$ cat src/design/dm_pkg.sv
/*
  Shared types, port widths, register addresses, the dminfo word and the
  debug ROM image of the debug module. Referenced by scoped name only.
*/
`default_nettype none

package dm_pkg;

  // Debug bus operation codes
  typedef enum logic [1:0] {
    DBUS_NOP   = 2'd0,
    DBUS_READ  = 2'd1,
    DBUS_WRITE = 2'd2,
    DBUS_RSVD  = 2'd3
  } dbus_op_e;

  // Port widths
  localparam int DBUS_ADDR_W = 5;
  localparam int DBUS_DATA_W = 34;
  localparam int SYS_ADDR_W  = 12;
  localparam int SYS_DATA_W  = 32;

  // Debug RAM geometry
  localparam int RAM_WORDS  = 7;
  localparam int RAM_ADDR_W = 3;

  // Debug bus register map, RAM words sit at 0x00..0x06
  localparam logic [DBUS_ADDR_W-1:0] DMCONTROL_ADDR = 5'h10;
  localparam logic [DBUS_ADDR_W-1:0] DMINFO_ADDR    = 5'h11;
  localparam logic [DBUS_ADDR_W-1:0] HALTSUM_ADDR   = 5'h1C;

  // System bus register map and pages (address bits 11:8)
  localparam logic [SYS_ADDR_W-1:0] CLEARDEBINT_ADDR = 12'h100;
  localparam logic [SYS_ADDR_W-1:0] SETHALTNOT_ADDR  = 12'h10C;
  localparam logic [3:0]            RAM_PAGE         = 4'h4;
  localparam logic [3:0]            ROM_PAGE         = 4'h8;

  // dramsize 6, authenticated, version 1
  localparam logic [DBUS_DATA_W-1:0] DMINFO_VALUE = 34'h0_0000_1821;

  // Park loop: save s0, report hart id to cleardebint, restore, return
  localparam logic [SYS_DATA_W-1:0] DEBUG_ROM [32] = '{
    32'h7b241073, 32'hf1402473, 32'h10802023, 32'h7b202473,
    32'h0000100f, 32'h7b200073, 32'h0000006f, 32'h00100073,
    32'h0, 32'h0, 32'h0, 32'h0, 32'h0, 32'h0, 32'h0, 32'h0,
    32'h0, 32'h0, 32'h0, 32'h0, 32'h0, 32'h0, 32'h0, 32'h0,
    32'h0, 32'h0, 32'h0, 32'h0, 32'h0, 32'h0, 32'h0, 32'h0
  };

endpackage

`default_nettype wire

$ cat src/design/dm_dbus_slave.sv
/*
  Debug bus slave. Decodes debugger requests, keeps the selected hart and
  answers in the same cycle; raises flag strobes on dmcontrol or RAM writes.
*/
`timescale 1ns/1ns
`default_nettype none

module dm_dbus_slave #(
  parameter int HART_NUM  = 1,
  parameter int HART_ID_W = 1
) (
  input  wire                          i_clk,
  input  wire                          i_reset,
  input  wire                          i_dbus_req_valid,
  input  wire [dm_pkg::DBUS_ADDR_W-1:0] i_dbus_req_addr,
  input  wire [dm_pkg::DBUS_DATA_W-1:0] i_dbus_req_data,
  input  wire [1:0]                    i_dbus_req_op,
  input  wire                          i_dbus_resp_ready,
  input  wire                          i_sys_ram_access,
  input  wire [dm_pkg::SYS_DATA_W-1:0] i_ram_rdata,
  input  wire [HART_NUM-1:0]           i_haltnot,
  input  wire [HART_NUM-1:0]           i_debint,
  output logic                         o_dbus_req_ready,
  output logic                         o_dbus_resp_valid,
  output logic [dm_pkg::DBUS_DATA_W-1:0] o_dbus_resp_data,
  output logic                         o_ram_access,
  output logic [dm_pkg::RAM_ADDR_W-1:0] o_ram_addr,
  output logic                         o_ram_read,
  output logic [dm_pkg::SYS_DATA_W-1:0] o_ram_wdata,
  output logic [HART_NUM-1:0]          o_haltnot_clr,
  output logic [HART_NUM-1:0]          o_debint_set
);

  dm_pkg::dbus_op_e         req_op;
  logic                     sel_ram;
  logic                     req_condi;
  logic                     req_hsk;
  logic                     wr_flags;
  logic [HART_ID_W-1:0]     hart_id;
  logic [2**HART_ID_W-1:0]  haltnot_ext;
  logic [2**HART_ID_W-1:0]  debint_ext;
  logic                     sel_haltnot;
  logic                     sel_debint;

  assign req_op  = dm_pkg::dbus_op_e'(i_dbus_req_op);
  assign sel_ram = (i_dbus_req_addr < dm_pkg::DBUS_ADDR_W'(dm_pkg::RAM_WORDS));

  // ==========================================================
  // Handshake, stalled while the system bus owns the RAM
  // ==========================================================
  assign req_condi         = sel_ram ? ~i_sys_ram_access : 1'b1;
  assign o_dbus_req_ready  = req_condi & i_dbus_resp_ready;
  assign o_dbus_resp_valid = req_condi & i_dbus_req_valid;
  assign req_hsk           = i_dbus_req_valid & o_dbus_req_ready;

  // Selected hart register
  always_ff @(posedge i_clk) begin
    if (i_reset) begin
      hart_id <= '0;
    end else if (req_hsk && req_op == dm_pkg::DBUS_WRITE &&
                 i_dbus_req_addr == dm_pkg::DMCONTROL_ADDR) begin
      hart_id <= i_dbus_req_data[HART_ID_W+1:2];
    end
  end

  // Pad flag vectors so any hart id indexes safely
  assign haltnot_ext = (2**HART_ID_W)'(i_haltnot);
  assign debint_ext  = (2**HART_ID_W)'(i_debint);
  assign sel_haltnot = haltnot_ext[hart_id];
  assign sel_debint  = debint_ext[hart_id];

  // Response data
  always_comb begin
    if (sel_ram) begin
      o_dbus_resp_data = {sel_debint, sel_haltnot, i_ram_rdata};
    end else begin
      case (i_dbus_req_addr)
        dm_pkg::DMCONTROL_ADDR:
          o_dbus_resp_data = {sel_debint, sel_haltnot, 20'b0, 10'(hart_id), 2'b0};
        dm_pkg::DMINFO_ADDR:  o_dbus_resp_data = dm_pkg::DMINFO_VALUE;
        dm_pkg::HALTSUM_ADDR: o_dbus_resp_data = dm_pkg::DBUS_DATA_W'(i_haltnot);
        default:              o_dbus_resp_data = '0;
      endcase
    end
  end

  // RAM request, NOP and read never write
  assign o_ram_access = req_hsk & sel_ram;
  assign o_ram_addr   = i_dbus_req_addr[dm_pkg::RAM_ADDR_W-1:0];
  assign o_ram_read   = (req_op != dm_pkg::DBUS_WRITE);
  assign o_ram_wdata  = i_dbus_req_data[dm_pkg::SYS_DATA_W-1:0];

  // ==========================================================
  // Flag strobes: bit 33 writes 1 to debint, bit 32 writes 0 to haltnot
  // ==========================================================
  assign wr_flags = req_hsk & (req_op == dm_pkg::DBUS_WRITE) &
                    (sel_ram | (i_dbus_req_addr == dm_pkg::DMCONTROL_ADDR));

  always_comb begin
    for (int h = 0; h < HART_NUM; h++) begin
      o_debint_set[h]  = wr_flags & i_dbus_req_data[33] & (hart_id == HART_ID_W'(h));
      o_haltnot_clr[h] = wr_flags & ~i_dbus_req_data[32] & (hart_id == HART_ID_W'(h));
    end
  end

endmodule

`default_nettype wire

$ cat src/design/dm_sysbus_slave.sv
/*
  System bus slave used by the hart's debug code. Zero-cycle response with
  the cleardebint and sethaltnot registers, the debug RAM page and the ROM.
*/
`timescale 1ns/1ns
`default_nettype none

module dm_sysbus_slave #(
  parameter int HART_NUM  = 1,
  parameter int HART_ID_W = 1
) (
  input  wire                           i_clk,
  input  wire                           i_reset,
  input  wire                           i_sys_cmd_valid,
  input  wire [dm_pkg::SYS_ADDR_W-1:0]  i_sys_cmd_addr,
  input  wire                           i_sys_cmd_read,
  input  wire [dm_pkg::SYS_DATA_W-1:0]  i_sys_cmd_wdata,
  input  wire                           i_sys_rsp_ready,
  input  wire [dm_pkg::SYS_DATA_W-1:0]  i_ram_rdata,
  output logic                          o_sys_cmd_ready,
  output logic                          o_sys_rsp_valid,
  output logic [dm_pkg::SYS_DATA_W-1:0] o_sys_rsp_rdata,
  output logic                          o_ram_access,
  output logic [dm_pkg::RAM_ADDR_W-1:0] o_ram_addr,
  output logic                          o_ram_read,
  output logic [dm_pkg::SYS_DATA_W-1:0] o_ram_wdata,
  output logic [HART_NUM-1:0]           o_haltnot_set,
  output logic [HART_NUM-1:0]           o_debint_clr
);

  logic                          cmd_hsk;
  logic                          cmd_wr;
  logic                          sel_cleardebint;
  logic                          sel_sethaltnot;
  logic                          sel_ram;
  logic                          sel_rom;
  logic                          wr_cleardebint;
  logic                          wr_sethaltnot;
  logic [HART_ID_W-1:0]          wr_hart;
  logic [HART_ID_W-1:0]          cleardebint_q;
  logic [HART_ID_W-1:0]          sethaltnot_q;
  logic [dm_pkg::SYS_DATA_W-1:0] rom_word;

  // Pass-through handshake
  assign o_sys_cmd_ready = i_sys_rsp_ready;
  assign o_sys_rsp_valid = i_sys_cmd_valid;
  assign cmd_hsk         = i_sys_cmd_valid & o_sys_cmd_ready;
  assign cmd_wr          = cmd_hsk & ~i_sys_cmd_read;

  // ==========================================================
  // Address decode
  // ==========================================================
  assign sel_cleardebint = (i_sys_cmd_addr == dm_pkg::CLEARDEBINT_ADDR);
  assign sel_sethaltnot  = (i_sys_cmd_addr == dm_pkg::SETHALTNOT_ADDR);
  assign sel_ram         = (i_sys_cmd_addr[11:8] == dm_pkg::RAM_PAGE);
  assign sel_rom         = (i_sys_cmd_addr[11:8] == dm_pkg::ROM_PAGE);

  assign wr_cleardebint = cmd_wr & sel_cleardebint;
  assign wr_sethaltnot  = cmd_wr & sel_sethaltnot;
  assign wr_hart        = i_sys_cmd_wdata[HART_ID_W-1:0];

  // Last hart id written to each register
  always_ff @(posedge i_clk) begin
    if (i_reset) begin
      cleardebint_q <= '0;
      sethaltnot_q  <= '0;
    end else begin
      if (wr_cleardebint) begin
        cleardebint_q <= wr_hart;
      end
      if (wr_sethaltnot) begin
        sethaltnot_q <= wr_hart;
      end
    end
  end

  // One pulse for the hart named in the write data
  always_comb begin
    for (int h = 0; h < HART_NUM; h++) begin
      o_haltnot_set[h] = wr_sethaltnot & (wr_hart == HART_ID_W'(h));
      o_debint_clr[h]  = wr_cleardebint & (wr_hart == HART_ID_W'(h));
    end
  end

  // RAM request, word index from bits 4:2
  assign o_ram_access = cmd_hsk & sel_ram;
  assign o_ram_addr   = i_sys_cmd_addr[4:2];
  assign o_ram_read   = i_sys_cmd_read;
  assign o_ram_wdata  = i_sys_cmd_wdata;

  // ROM lookup, writes to this page are dropped
  assign rom_word = dm_pkg::DEBUG_ROM[i_sys_cmd_addr[6:2]];

  // ==========================================================
  // Read data
  // ==========================================================
  always_comb begin
    if (sel_cleardebint) begin
      o_sys_rsp_rdata = dm_pkg::SYS_DATA_W'(cleardebint_q);
    end else if (sel_sethaltnot) begin
      o_sys_rsp_rdata = dm_pkg::SYS_DATA_W'(sethaltnot_q);
    end else if (sel_ram) begin
      o_sys_rsp_rdata = i_ram_rdata;
    end else if (sel_rom) begin
      o_sys_rsp_rdata = rom_word;
    end else begin
      o_sys_rsp_rdata = '0;
    end
  end

endmodule

`default_nettype wire

$ cat src/design/dm_hart_flags.sv
/*
  Per-hart haltnot and debint flags. Set wins over clear in the same cycle.
*/
`timescale 1ns/1ns
`default_nettype none

module dm_hart_flags #(
  parameter int HART_NUM  = 1,
  parameter int HART_ID_W = 1
) (
  input  wire                 i_clk,
  input  wire                 i_reset,
  input  wire  [HART_NUM-1:0] i_haltnot_set,
  input  wire  [HART_NUM-1:0] i_haltnot_clr,
  input  wire  [HART_NUM-1:0] i_debint_set,
  input  wire  [HART_NUM-1:0] i_debint_clr,
  output logic [HART_NUM-1:0] o_haltnot,
  output logic [HART_NUM-1:0] o_debint
);

  // Hart ids must be able to name every hart
  localparam int HART_SLOTS = 2**HART_ID_W;

  for (genvar g = 0; g < HART_NUM; g++) begin : g_hart
    logic haltnot_q;
    logic debint_q;

    always_ff @(posedge i_clk) begin
      if (i_reset || g >= HART_SLOTS) begin
        haltnot_q <= 1'b0;
        debint_q  <= 1'b0;
      end else begin
        if (i_haltnot_set[g]) begin
          haltnot_q <= 1'b1;
        end else if (i_haltnot_clr[g]) begin
          haltnot_q <= 1'b0;
        end
        if (i_debint_set[g]) begin
          debint_q <= 1'b1;
        end else if (i_debint_clr[g]) begin
          debint_q <= 1'b0;
        end
      end
    end

    assign o_haltnot[g] = haltnot_q;
    assign o_debint[g]  = debint_q;
  end

endmodule

`default_nettype wire

$ cat src/design/dm_debug_ram.sv
/*
  Seven-word debug RAM shared by both buses. The system bus wins a clash;
  reads are combinational from the selected address.
*/
`timescale 1ns/1ns
`default_nettype none

module dm_debug_ram (
  input  wire                           i_clk,
  input  wire                           i_reset,
  input  wire                           i_sys_access,
  input  wire  [dm_pkg::RAM_ADDR_W-1:0] i_sys_addr,
  input  wire                           i_sys_read,
  input  wire  [dm_pkg::SYS_DATA_W-1:0] i_sys_wdata,
  input  wire                           i_dbus_access,
  input  wire  [dm_pkg::RAM_ADDR_W-1:0] i_dbus_addr,
  input  wire                           i_dbus_read,
  input  wire  [dm_pkg::SYS_DATA_W-1:0] i_dbus_wdata,
  output logic [dm_pkg::SYS_DATA_W-1:0] o_rdata
);

  logic [dm_pkg::SYS_DATA_W-1:0] mem [dm_pkg::RAM_WORDS];
  logic [dm_pkg::RAM_ADDR_W-1:0] addr;
  logic                          wr_en;
  logic [dm_pkg::SYS_DATA_W-1:0] wdata;
  logic                          addr_ok;

  // Port select
  assign addr    = i_sys_access ? i_sys_addr : i_dbus_addr;
  assign wdata   = i_sys_access ? i_sys_wdata : i_dbus_wdata;
  assign wr_en   = i_sys_access ? ~i_sys_read : (i_dbus_access & ~i_dbus_read);
  assign addr_ok = (addr < dm_pkg::RAM_ADDR_W'(dm_pkg::RAM_WORDS));

  always_ff @(posedge i_clk) begin
    if (i_reset) begin
      for (int w = 0; w < dm_pkg::RAM_WORDS; w++) begin
        mem[w] <= '0;
      end
    end else if (wr_en && addr_ok) begin
      mem[addr] <= wdata;
    end
  end

  // Word 7 is not backed and reads as zero
  assign o_rdata = addr_ok ? mem[addr] : '0;

endmodule

`default_nettype wire

$ cat src/design/debug_module_top.sv
/*
  Debug module top level. Wires the debug bus slave, the system bus slave,
  the hart flags and the shared debug RAM together.
*/
`timescale 1ns/1ns
`default_nettype none

module debug_module_top #(
  parameter int HART_NUM  = 1,
  parameter int HART_ID_W = 1
) (
  input  wire                           i_clk,
  input  wire                           i_reset,
  // Debug bus
  input  wire                           i_dbus_req_valid,
  input  wire [dm_pkg::DBUS_ADDR_W-1:0] i_dbus_req_addr,
  input  wire [dm_pkg::DBUS_DATA_W-1:0] i_dbus_req_data,
  input  wire [1:0]                     i_dbus_req_op,
  input  wire                           i_dbus_resp_ready,
  output logic                          o_dbus_req_ready,
  output logic                          o_dbus_resp_valid,
  output logic [dm_pkg::DBUS_DATA_W-1:0] o_dbus_resp_data,
  // System bus
  input  wire                           i_sys_cmd_valid,
  input  wire [dm_pkg::SYS_ADDR_W-1:0]  i_sys_cmd_addr,
  input  wire                           i_sys_cmd_read,
  input  wire [dm_pkg::SYS_DATA_W-1:0]  i_sys_cmd_wdata,
  input  wire                           i_sys_rsp_ready,
  output logic                          o_sys_cmd_ready,
  output logic                          o_sys_rsp_valid,
  output logic [dm_pkg::SYS_DATA_W-1:0] o_sys_rsp_rdata,
  // Debug interrupt per hart
  output logic [HART_NUM-1:0]           o_dbg_irq
);

  logic                          sys_ram_access;
  logic [dm_pkg::RAM_ADDR_W-1:0] sys_ram_addr;
  logic                          sys_ram_read;
  logic [dm_pkg::SYS_DATA_W-1:0] sys_ram_wdata;
  logic                          dbus_ram_access;
  logic [dm_pkg::RAM_ADDR_W-1:0] dbus_ram_addr;
  logic                          dbus_ram_read;
  logic [dm_pkg::SYS_DATA_W-1:0] dbus_ram_wdata;
  logic [dm_pkg::SYS_DATA_W-1:0] ram_rdata;
  logic [HART_NUM-1:0]           haltnot_set;
  logic [HART_NUM-1:0]           haltnot_clr;
  logic [HART_NUM-1:0]           debint_set;
  logic [HART_NUM-1:0]           debint_clr;
  logic [HART_NUM-1:0]           haltnot;
  logic [HART_NUM-1:0]           debint;

  dm_dbus_slave #(.HART_NUM(HART_NUM), .HART_ID_W(HART_ID_W)) u_dbus_slave (
    .i_clk(i_clk), .i_reset(i_reset),
    .i_dbus_req_valid(i_dbus_req_valid), .i_dbus_req_addr(i_dbus_req_addr),
    .i_dbus_req_data(i_dbus_req_data), .i_dbus_req_op(i_dbus_req_op),
    .i_dbus_resp_ready(i_dbus_resp_ready), .i_sys_ram_access(sys_ram_access),
    .i_ram_rdata(ram_rdata), .i_haltnot(haltnot), .i_debint(debint),
    .o_dbus_req_ready(o_dbus_req_ready), .o_dbus_resp_valid(o_dbus_resp_valid),
    .o_dbus_resp_data(o_dbus_resp_data),
    .o_ram_access(dbus_ram_access), .o_ram_addr(dbus_ram_addr),
    .o_ram_read(dbus_ram_read), .o_ram_wdata(dbus_ram_wdata),
    .o_haltnot_clr(haltnot_clr), .o_debint_set(debint_set)
  );

  dm_sysbus_slave #(.HART_NUM(HART_NUM), .HART_ID_W(HART_ID_W)) u_sysbus_slave (
    .i_clk(i_clk), .i_reset(i_reset),
    .i_sys_cmd_valid(i_sys_cmd_valid), .i_sys_cmd_addr(i_sys_cmd_addr),
    .i_sys_cmd_read(i_sys_cmd_read), .i_sys_cmd_wdata(i_sys_cmd_wdata),
    .i_sys_rsp_ready(i_sys_rsp_ready), .i_ram_rdata(ram_rdata),
    .o_sys_cmd_ready(o_sys_cmd_ready), .o_sys_rsp_valid(o_sys_rsp_valid),
    .o_sys_rsp_rdata(o_sys_rsp_rdata),
    .o_ram_access(sys_ram_access), .o_ram_addr(sys_ram_addr),
    .o_ram_read(sys_ram_read), .o_ram_wdata(sys_ram_wdata),
    .o_haltnot_set(haltnot_set), .o_debint_clr(debint_clr)
  );

  dm_hart_flags #(.HART_NUM(HART_NUM), .HART_ID_W(HART_ID_W)) u_hart_flags (
    .i_clk(i_clk), .i_reset(i_reset),
    .i_haltnot_set(haltnot_set), .i_haltnot_clr(haltnot_clr),
    .i_debint_set(debint_set), .i_debint_clr(debint_clr),
    .o_haltnot(haltnot), .o_debint(debint)
  );

  dm_debug_ram u_debug_ram (
    .i_clk(i_clk), .i_reset(i_reset),
    .i_sys_access(sys_ram_access), .i_sys_addr(sys_ram_addr),
    .i_sys_read(sys_ram_read), .i_sys_wdata(sys_ram_wdata),
    .i_dbus_access(dbus_ram_access), .i_dbus_addr(dbus_ram_addr),
    .i_dbus_read(dbus_ram_read), .i_dbus_wdata(dbus_ram_wdata),
    .o_rdata(ram_rdata)
  );

  assign o_dbg_irq = debint;

endmodule

`default_nettype wire

$ cat config.mk
export PLATFORM = sky130hd
export DESIGN_NAME = debug_module_top
export DESIGN_NICKNAME = d
export VERILOG_FILES = /design/src/design/dm_pkg.sv /design/src/design/dm_dbus_slave.sv /design/src/design/dm_sysbus_slave.sv /design/src/design/dm_hart_flags.sv /design/src/design/dm_debug_ram.sv /design/src/design/debug_module_top.sv
export SDC_FILE = /design/constraint.sdc
export NUM_CORES = 1
export LEC_CHECK = 0
export ABC_AREA = 1
export ABC_CLOCK_PERIOD_IN_PS = 3900
export BUFFER_PORTS_ARGS = -buffer_cell sky130_fd_sc_hd__buf_2
export CAP_MARGIN = 20
export CORE_MARGIN = 5
export CORE_UTILIZATION = 59
export DETAILED_ROUTE_END_ITERATION = 10
export HOLD_SLACK_MARGIN = 0.05
export PLACE_DENSITY = 0.82
export SYNTH_ARGS = -nofsm -noshare
export SYNTH_HDL_FRONTEND = slang
export SYNTH_HIERARCHICAL = 1
export SYNTH_SLANG_ARGS = --single-unit
$ cat constraint.sdc
create_clock -name i_clk -period 3.9 [get_ports i_clk]
set_clock_uncertainty 0.1 [all_clocks]
set_input_delay 0.195 -clock i_clk [delete_from_list [all_inputs] [get_ports i_clk]]
set_output_delay 0.195 -clock i_clk [all_outputs]
set_load 0.01 [all_outputs]
# After elaboration in Yosys (flattened, before gate mapping)
# Memory sizes are Yosys's and may differ from the RTL's.
# Cells that the tools add are included.
[word_totals] elab_cells=81 romBits=1024 latchBits=0 inputBits=92 out_inout_bits=71 n_memories=2 reg_bits=5 ram_bits=224
[mem_list] name="(name not given)" words=32 word_bits=32 rd=1 rd_ports_with_merged_regs=0 write_ports=0 line_no="dm_sysbus_slave.sv:92" text="assign rom_word = dm_pkg::DEBUG_ROM[i_sys_cmd_addr[6:2]];"
[mem_list] name="u_debug_ram.mem" words=7 word_bits=32 rd=1 rd_ports_with_merged_regs=0 write_ports=7 line_no="dm_debug_ram.sv:22" text="logic [dm_pkg::SYS_DATA_W-1:0] mem [dm_pkg::RAM_WORDS];"
[classes] reduce_logical=6 n_bitwise=26 n_eq_ne=9 n_addsub=0 mux=29 mul=0 shift=0 div_mod_pow=0 magnitude_cmp=4
[ops] op="2-to-1 mux 32 bit" count=9
[ops] op="case mux 34 bit (3 select lines)" count=1
[ops] op="2-to-1 mux 34 bit" count=1
[ops] op="OR reduction 32 bit" count=1
[ops] op="== test 12 x 9 -> 1 bit, second input constant" count=2
[ops] op="bitwise AND 1 bit" count=18
[ops] op="2-to-1 mux 1 bit" count=16
[ops] op="== test 5 bit, second input constant" count=3
[ops] op=">= comparator 6 bit, second input constant" count=1
[ops] op="2-to-1 mux 3 bit" count=2
[ops] op="inverter 1 bit" count=6
[ops] op="inverter 5 -> 6 bit" count=1
[ops] op="less-than comparator 5 x 3 -> 1 bit, second input constant" count=1
[ops] op="== test 4 x 3 -> 1 bit, second input constant" count=1
[ops] op="== test 4 bit, second input constant" count=1
[ops] op="nonzero test 2 bit" count=2
[ops] op="logical AND 1 bit" count=3
[ops] op="less-than comparator 3 bit, second input constant" count=1
[ops] op="== test 2 bit, second input constant" count=1
[ops] op="less-than comparator 1 x 2 -> 1 bit, second input constant" count=1
[ops] op="inequality test 2 bit, second input constant" count=1
[ops] op="bitwise OR 1 bit" count=1

# Depth between registers and ports, before layout
# Gate-level depths: netlist of the first run.
[depth] ltp_word=15 depth_mapped=23 ltp_nobuf=19

# Hierarchy
# Netlist of the first run, hierarchy kept.
[modules_own_cells] mod="dm_debug_ram" cells_per_inst=1409 area_each_um2=12435.7 seq_area_each_um2=7367.1 n_inst=1
[modules_own_cells] mod="dm_sysbus_slave" cells_per_inst=182 area_each_um2=1026.0 seq_area_each_um2=40.0 n_inst=1
[modules_own_cells] mod="dm_dbus_slave" cells_per_inst=143 area_each_um2=749.5 seq_area_each_um2=20.0 n_inst=1
[modules_own_cells] mod="dm_hart_flags" cells_per_inst=10 area_each_um2=72.6 seq_area_each_um2=40.0 n_inst=1

# Worst setup path after synthesis of the first run
# Ideal clock, no wire load.
[synth_path] kind="input to register" startpoint="in i_sys_cmd_addr[9] (netlist name)" endpoint="mem u_debug_ram/mem[5][0] (netlist name), enable pin" arrival_time_ns=2.564 path_stages=13 setup_ns=0.390 slack_ns=0.845 path_cell_list="nor2_4 > nand2_2 > buf_2 > nor2_1 > buf_4 > inv_2 > nand2_1 > nand2_1 > buf_4 > inv_2 > buf_4 > buf_2 > a41o_1"
[synth_rtl] element="from (decl)" line_no="debug_module_top.sv:25" text="input wire [dm_pkg::SYS_ADDR_W-1:0] i_sys_cmd_addr,"
[synth_rtl] element="to (decl)" line_no="dm_debug_ram.sv:22"

# Worst setup path in the final report of the first run
[layout_path] startpoint="in i_sys_cmd_addr[10] (netlist name)" endpoint="out o_sys_rsp_rdata[11] (netlist name)"
[layout_between] elab_chain_cells=8 word_cells_on_any_way=13 classes_between="order compare (1); eq/ne (4); mux (6); bitwise (1); memory (1)"
[layout_rtl] element="== test 4 x 3 -> 1 bit (*)" line_no="dm_sysbus_slave.sv:55" text="assign sel_ram = (i_sys_cmd_addr[11:8] == dm_pkg::RAM_PAGE);"
[layout_rtl] element="bitwise AND 1 bit (*)" line_no="dm_sysbus_slave.sv:86" text="assign o_ram_access = cmd_hsk & sel_ram;"
[layout_rtl] element="via sys_ram_access" line_no="debug_module_top.sv:36" text="logic sys_ram_access;"
[layout_rtl] element="2-to-1 mux 3 bit (*)" line_no="dm_debug_ram.sv:29" text="assign addr = i_sys_access ? i_sys_addr : i_dbus_addr;"
[layout_rtl] element="memory read (7 x 32 bit) or less-than comparator 3 bit (tied branches)"
[layout_rtl] element="2-to-1 mux 32 bit (*)" line_no="dm_debug_ram.sv:45" text="assign o_rdata = addr_ok ? mem[addr] : '0;"
[layout_rtl] element="via ram_rdata, one bit" line_no="debug_module_top.sv:44" text="logic [dm_pkg::SYS_DATA_W-1:0] ram_rdata;"
[layout_rtl] element="2-to-1 mux 32 bit (*)" line_no="dm_sysbus_slave.sv:102" text="end else if (sel_ram) begin"
[layout_rtl] element="2-to-1 mux 32 bit (*)" line_no="dm_sysbus_slave.sv:100" text="end else if (sel_sethaltnot) begin"
[layout_rtl] element="2-to-1 mux 32 bit (*)" line_no="dm_sysbus_slave.sv:98" text="if (sel_cleardebint) begin"
[layout_rtl] element="to (decl)" line_no="debug_module_top.sv:31" text="output logic [dm_pkg::SYS_DATA_W-1:0] o_sys_rsp_rdata,"
# Mark *: on every way through the listed nets, which the timed path passes. The rest lies on a longest branch.

==> results of run 1 <==
==> stage by stage <==
stage / hold WS, ps / cells / util / total power, mW / setup WS, ps
6_report: 63.6 / 2186 / 0.657 / 6.24 / 693
5_1_grt: 93.9 / 2186 / 0.657 / 6.45 / 542
4_1_cts: 58.4 / 2186 / 0.657 / 6.25 / 803
3_5_place_dp: 364 / 2127 / 0.619 / 3.92 / 776
3_3_place_gp: 354 / 2127 / 0.619 / 3.90 / 823
2_1_floorplan: 164 / 1775 / - / 3.71 / 845
==> power groups by stage <==
stage / Combinational (mW) / Sequential, mW / Clock, mW
after global routing: 0.771 / 3.19 / 2.49
after detailed placement: 0.680 / 3.24 / 0
final: 0.703 / 3.18 / 2.36
after global placement: 0.666 / 3.23 / 0
after CTS: 0.690 / 3.18 / 2.38
after floorplan: 0.481 / 3.23 / 0
==> state kept, by name, summed over array words and instances (netlist names) <==
| signal | count |
|---|---|
| u_debug_ram/mem | 256 |
| u_hart_flags/o_haltnot | 1 |
| u_dbus_slave/hart_id | 1 |
| u_sysbus_slave/sethaltnot_q | 1 |
| u_sysbus_slave/cleardebint_q | 1 |
| u_hart_flags/o_debint | 1 |
==> synth_stat cells, types with 6 or more instances <==
cell type	n
inv_2	7
nand3_1	161
o21ai_0	32
buf_4	79
a31oi_1	16
clkbuf_1	24
inv_1	190
dfxtp_1	37
nand2_1	373
or2_2	80
ha_1	6
nand2_2	6
buf_1	10
o21bai_1	23
buf_2	51
edfxtp_1	224
nor2_2	9
nor2_1	372
a21oi_1	7
==> final timing paths <==
check	to	cells after the start	slack (ps)	from
setup reg to reg	u_hart_flags/o_debint	7	1760	u_dbus_slave/hart_id
setup / recovery	o_sys_rsp_rdata[11]	17	690	i_sys_cmd_addr[10]
hold / removal	u_debug_ram/mem[7][30]	5	60	i_dbus_req_data[30]
hold reg to reg	u_debug_ram/mem[6][6]	2	390	u_debug_ram/mem[6][6]
==> final cells by class <==
| class | instances | area [um^2] |
|---|---|---|
| Clock inverter | 16 | 144 |
| Timing Repair Buffer | 208 | 1240 |
| Clock buffer | 30 | 644 |
| Sequential cell | 261 | 7470 |
| Fill cell | 1926 | 8260 |
| Inverter | 198 | 743 |
| Tap cell | 324 | 405 |
| Multi-Input combinational cell | 1149 | 5200 |
==> cell usage in the layout (no fill, tap or decap), types with 9 or more instances in the layout <==
cell type      synthesis  layout
a31oi_1               16      16
or2_2                 80      80
o21ai_0               32      32
conb_1                 1      32
o21bai_1              23      23
inv_1                190     190
nor2_1               372     371
nand3_1              161     161
buf_4                 79      29
edfxtp_1             224     224
clkbuf_16              0      25
dfxtp_1               37      37
nor2_2                 9       9
nand2_1              373     372
buf_2                 51     162
dlygate4sd3_1          0      13
==> critical path: stages <==
cell and delay, ps:
buf_2 120, inv_1 80, nor2_2 50, nand2_2 80
nor2_4 60, inv_2 270, nand2_1 110, nand2_2 160
buf_4 360, inv_2 250, a21oi_1 180, buf_4 280
nand3_1 190, nand2_1 200, inv_1 60, nor2_1 100
buf_2 140
==> logic make-up (layout without fill, tap and decap cells) <==
family,after synthesis,after routing,share of synthesized area
flops,261,261,0.523
simple gates,1018,1018,0.307
other cells,1,32,0.000263
fa+ha+maj,6,6,0.00526
compound gates,93,93,0.0420
buf+inv,365,452,0.123
==> routing by layer <==
layer / routed length [um] / global-route usage
met1: 14900 / 0.382
met2: 17800 / 0.459
met4: 1480 / 0.114
met5: 0 / 0
met3: 5190 / 0.0616
==> out/qor.txt, run 1 <==
Core Region - 24,100 um^2
Final WL - 39,400 um
DRT iter0 DRCs - 1,601
Proportion of layout cells with a drive suffix above 1 - 0.189
Largest net degree at the start of global routing - 65
Synth area leader - edfxtp_1
Ys flop type - edfxtp_1
Minimum clock period after layout - 3210 ps
P_int - 4.69 mW
CTS resizes - 0
Clock sinks - 261
Max Fclk - 312 MHz
Rows - 57
Slew Limit Fails - 0
Worst rel slew slack - 0.346
Peak VDD IR - 0.254 mV
RSZ-0062 raised after global routing - false
Avg WL per Cell - 18.0 um
Hold Fails Final Rpt - 0
CTS H-Tree Depth - 1
Synth area leaders - edfxtp_1 (47%), nand2_1 (9.8%), nor2_1 (9.8%), nand3_1 (5.6%), dfxtp_1 (5.2%)
CP startpoint kind - input pin
Worst-path clk slew - 60 ps
Post-synth ARST share - 0
Hold_buf cts - 13
Placed Area - 14,900 um^2
I/O Buffers - 162
# DRC - 0
Routed Antenna Nets - 0
Number of global-route vias before repair - 11,400
Seq/Total Area, Yosys - 0.523
Layout net count - 1,941
Die area - 27,400 um^2
Sw Ratio - 0.248
N_diodes - 0
Area Overhead vs Synth - 10.9%
PwrDens - 394 nW/um^2
CTS Buf Count - 25
Setup_tns - 0 ps
Worst Path Arrival - 2910 ps
Initial Utilization - 0.593
Die Y - 166 um
Root buf cell - clkbuf_16
Initial antenna violation count - 0
HPWL after DPL - 25,400 um
CTS Buffer Depth - 3
Crit Path Max Fanout - 22
EDFF count, synth - 224
Leakage - 6.99 nW
#FFs+latches synth - 261
Die X - 166 um
First-pass GRT wire length - 60,700 um
Area share of the largest cell type after synthesis - 0.471
Clk pwr share - 0.378
Yosys warning count - 6
Vias after detailed routing - 12,100
Crit share post-route - 0.822
Actual slew at the worst max-slew pin - 979 ps
Grt total ovfl - 0
Clk_lat worst skew - 530 ps
DRT Pass-1 Iters - 6
Crit path capture type - output pin
Comb pwr share - 0.113
TritonCTS clock tree - built
Reg power frac - 0.510
Mapped Cells - 1,744
Avg Cell Area, Syn - 8.19 um^2
Post-Syn Area - 14,300 um^2
Final setup fails - 0
Post-CTS setup buffers - 0
Avg Vias per Cell - 5.52
Synth cell types - 38
Crit path kind - input pin to output pin
Total GRT Usage - 0.286
Path type of the worst min-delay path - input pin to flop
Status - finished, final reports clean
GPL Wtd Cong - 0.946
Max-Cap Viols - 0
P_sw - 1.54 mW
Data required, critical path - 3610 ps
Post-route cell area - 15,800 um^2
# IOs - 163
No activity file was read; power rests on OpenSTA's default activity.
==> run 2: changes to the inputs <==
--- a/config.mk
+++ b/config.mk
@@ -5,15 +5,15 @@
 export SDC_FILE = /design/constraint.sdc
 export NUM_CORES = 1
 export LEC_CHECK = 0
-export ABC_AREA = 1
-export ABC_CLOCK_PERIOD_IN_PS = 3900
+export ABC_AREA = 0
+export ABC_CLOCK_PERIOD_IN_PS = 2850
 export BUFFER_PORTS_ARGS = -buffer_cell sky130_fd_sc_hd__buf_2
 export CAP_MARGIN = 20
 export CORE_MARGIN = 5
-export CORE_UTILIZATION = 59
+export CORE_UTILIZATION = 53
 export DETAILED_ROUTE_END_ITERATION = 10
 export HOLD_SLACK_MARGIN = 0.05
-export PLACE_DENSITY = 0.82
+export PLACE_DENSITY = 0.79
 export SYNTH_ARGS = -nofsm -noshare
 export SYNTH_HDL_FRONTEND = slang
 export SYNTH_HIERARCHICAL = 1
==> constraint.sdc (replaced) <==
create_clock -name i_clk -period 2.85 [get_ports i_clk]
set_clock_uncertainty 0.1 [all_clocks]
set_input_delay 0.1425 -clock i_clk [delete_from_list [all_inputs] [get_ports i_clk]]
set_output_delay 0.1425 -clock i_clk [all_outputs]
set_load 0.01 [all_outputs]
==> run 2 against run 1 <==
The flow now finishes with violations (setup timing); synthesized cell count down 22%; total power increased by 40%; worst hold slack lost 4.7 ps; clock power is 46% higher; highest routed layer unchanged.
==> out/qor.txt, run 2 <==
Core Region - 25,000 um^2
First-pass GRT wire length - 66,100 um
Met3 GRT Util - 0.0458
Routed Antenna Nets - 0
RSZ-0062 raised after global routing - true
Crit share post-route - 1.02
Path type of the worst min-delay path - input pin to flop
Root buf cell - clkbuf_16
Avg Vias per Cell - 6.11
Slew Limit Fails - 0
HPWL after DPL - 28,000 um
Post-Syn Area - 13,300 um^2
Commonest non-fill, non-tap cell in the layout - nor2_1
Leakage - 6.79 nW
Max Fclk - 345 MHz
GR peak layer - met2
Most frequent cell after synthesis - nor2_1
Status - finished with violations
Max-Cap Viols - 0
Worst-path clk slew - 60 ps
Most frequent cells after synthesis - nor2_1 (218), edfxtp_1 (209), nand2_1 (125)
Yosys warning count - 6
Clk_lat worst skew - 540 ps
GPL Wtd Cong - 0.885
DRT Pass-1 Iters - 6
Layout net count - 1,701
Max incr delay on CP - 340 ps
Total Power - 8.75 mW
Area Overhead vs Synth - 26.6%
CP delay by family, top - buffers and inverters
Ys flop type - edfxtp_1
Seq/Total Area, Yosys - 0.527
CTS Buf Count - 26
CTS H-Tree Depth - 1
TritonCTS clock tree - built
# IOs - 163
Mapped Cells - 1,356
Area share of the largest cell type after synthesis - 0.471
Worst setup margin - -49.5 ps
DRT iter0 DRCs - 1,435
Critical path cell sequence - buf_4, nor4b_4, and3_4, mux2i_4, buf_4, buf_4, nand2b_1, a221oi_1, o32ai_2, buf_4, a32o_1, buf_2
Actual slew at the worst max-slew pin - 557 ps
PwrDens - 519 nW/um^2
CTS Buffer Depth - 3
Avg Cell Area, Syn - 9.83 um^2
Proportion of layout cells with a drive suffix above 1 - 0.258
Fillers - 1,822
Number of global-route vias before repair - 12,000
EDFF count, synth - 209
CP max-delay cell - and3_4
M2 GR Usage - 0.505
Met1 global-route usage - 0.364
I/O Buffers - 162
Minimum clock period after layout - 2900 ps
Max reg flops - 241
Data required, critical path - 2610 ps
Synth area leader - edfxtp_1
Vias after detailed routing - 11,900
Clock sinks - 246
Crit path kind - input pin to output pin
Failing checks - setup timing
Crit path capture type - output pin
Placed Area - 14,900 um^2
Die area - 28,400 um^2
Initial Utilization - 0.534
Initial antenna violation count - 1
CP startpoint kind - input pin
Peak VDD IR - 0.436 mV
Post-route cell area - 16,900 um^2
Hold Fails Final Rpt - 0
Fin Hold WS - 58.9 ps
# DRC - 0
Final WL - 43,200 um
Synth cell types - 58
Finished Core Util - 0.676
Worst Path Arrival - 2660 ps
Grt total ovfl - 0
Die X - 169 um
Post-synth ARST share - 0
Most frequent cells in the layout - nor2_1 (217), edfxtp_1 (209), buf_2 (160), nand2_1 (123), buf_4 (102)
#FFs+latches synth - 246
Total GRT Usage - 0.295
Die Y - 169 um
Avg WL per Cell - 22.1 um
Synth area leaders - edfxtp_1 (47%), nor2_1 (6.1%), dfxtp_1 (5.6%), buf_4 (4.5%), nand2_1 (3.5%)
Rows - 58
Largest net degree at the start of global routing - 47
Setup_tns - -104 ps
Worst rel slew slack - 0.627
Largest Register - u_debug_ram/mem
WP buf/inv - 5
Crit Path Max Fanout - 7
Final setup fails - 4
Worst path most repeated cell - buf_4
-- run 2: cell types whose count changed in the layout (fill, tap and decap cells not counted), moves of 24 or more --
cell / change
a21oi_1: +56
a221oi_1: +24
and2_1: +39
buf_4: +73
dlygate4sd3_1: +63
inv_1: -152
mux2i_1: +35
nand2_1: -249
nand2b_1: +63
nand3_1: -125
nor2_1: -154
nor3_1: +34
or2_2: -63
-- run 2: through the flow --
step | std cells | setup WS, ps
6_report | 1954 | -49.5
4_1_cts | 1945 | -37.6
2_1_floorplan | 1372 | 21.5
3_3_place_gp | 1817 | -18.0
5_1_grt | 1954 | -150
3_5_place_dp | 1817 | -100
-- run 2: worst min-delay path, delay by kind of cell --
kind	cells	cell delay [ps]
muxes	1	70
buffers and inverters	2	150
and+or+nand+nor	1	220
-- run 2: layout make-up --
type | count | area [um^2] | area share
Inverter | 45 | 169 | 0.0100
Sequential cell | 246 | 7020 | 0.416
Clock buffer | 31 | 689 | 0.0409
Antenna cell | 1 | 2.50 | 0.000148
Multi-Input combinational cell | 913 | 5490 | 0.326
Tap cell | 330 | 413 | 0.0245
Timing Repair Buffer | 371 | 2900 | 0.172
Clock inverter | 17 | 178 | 0.0105
-- run 2: final timing paths --
path | start | to | slack, ps | cells after the start
worst max-delay path | i_sys_cmd_addr[8] | o_sys_rsp_rdata[6] | -50 | 12
worst min-delay path | i_sys_cmd_wdata[3] | u_debug_ram/mem[5][3] | 60 | 4
worst max register to register | u_dbus_slave/hart_id | u_hart_flags/o_debint | 1030 | 5
worst min register to register | u_debug_ram/mem[6][27] | u_debug_ram/mem[6][27] | 390 | 1
-- run 2: per-layer routing --
metal | vias to the layer above | part of all wire
li1 | 5218 | -
met1 | 5720 | 0.35
met2 | 824 | 0.50
met3 | 180 | 0.10
met4 | 0 | 0.049
met5 | - | 0
-- run 2: timing repair --
item,4_1_cts,5_1_grt
pin swaps,2,11
endpoints found under the hold margin,37,0
hold buffers,76,0
endpoints found under the setup margin,14,60
buffers inserted,3,9
gates cloned,1,0
resized for setup,7,44
-- run 2: kinds of logic after synthesis --
kind of cell / after synthesis / synth area share
AOI/OAI and AO/OA: 271 / 0.140
adders and majority gates: 6 / 0.00563
buffers and inverters: 214 / 0.0891
DFF: 246 / 0.527
muxes: 40 / 0.0305
other: 1 / 0.000281
and+or+nand+nor: 578 / 0.208
-- run 2: report_power, final --
part           switching [mW]  internal [mW]
Combinational           0.672          0.528
Sequential             0.0563           4.05
Clock                    1.44           2.00
Total                    2.17           6.58
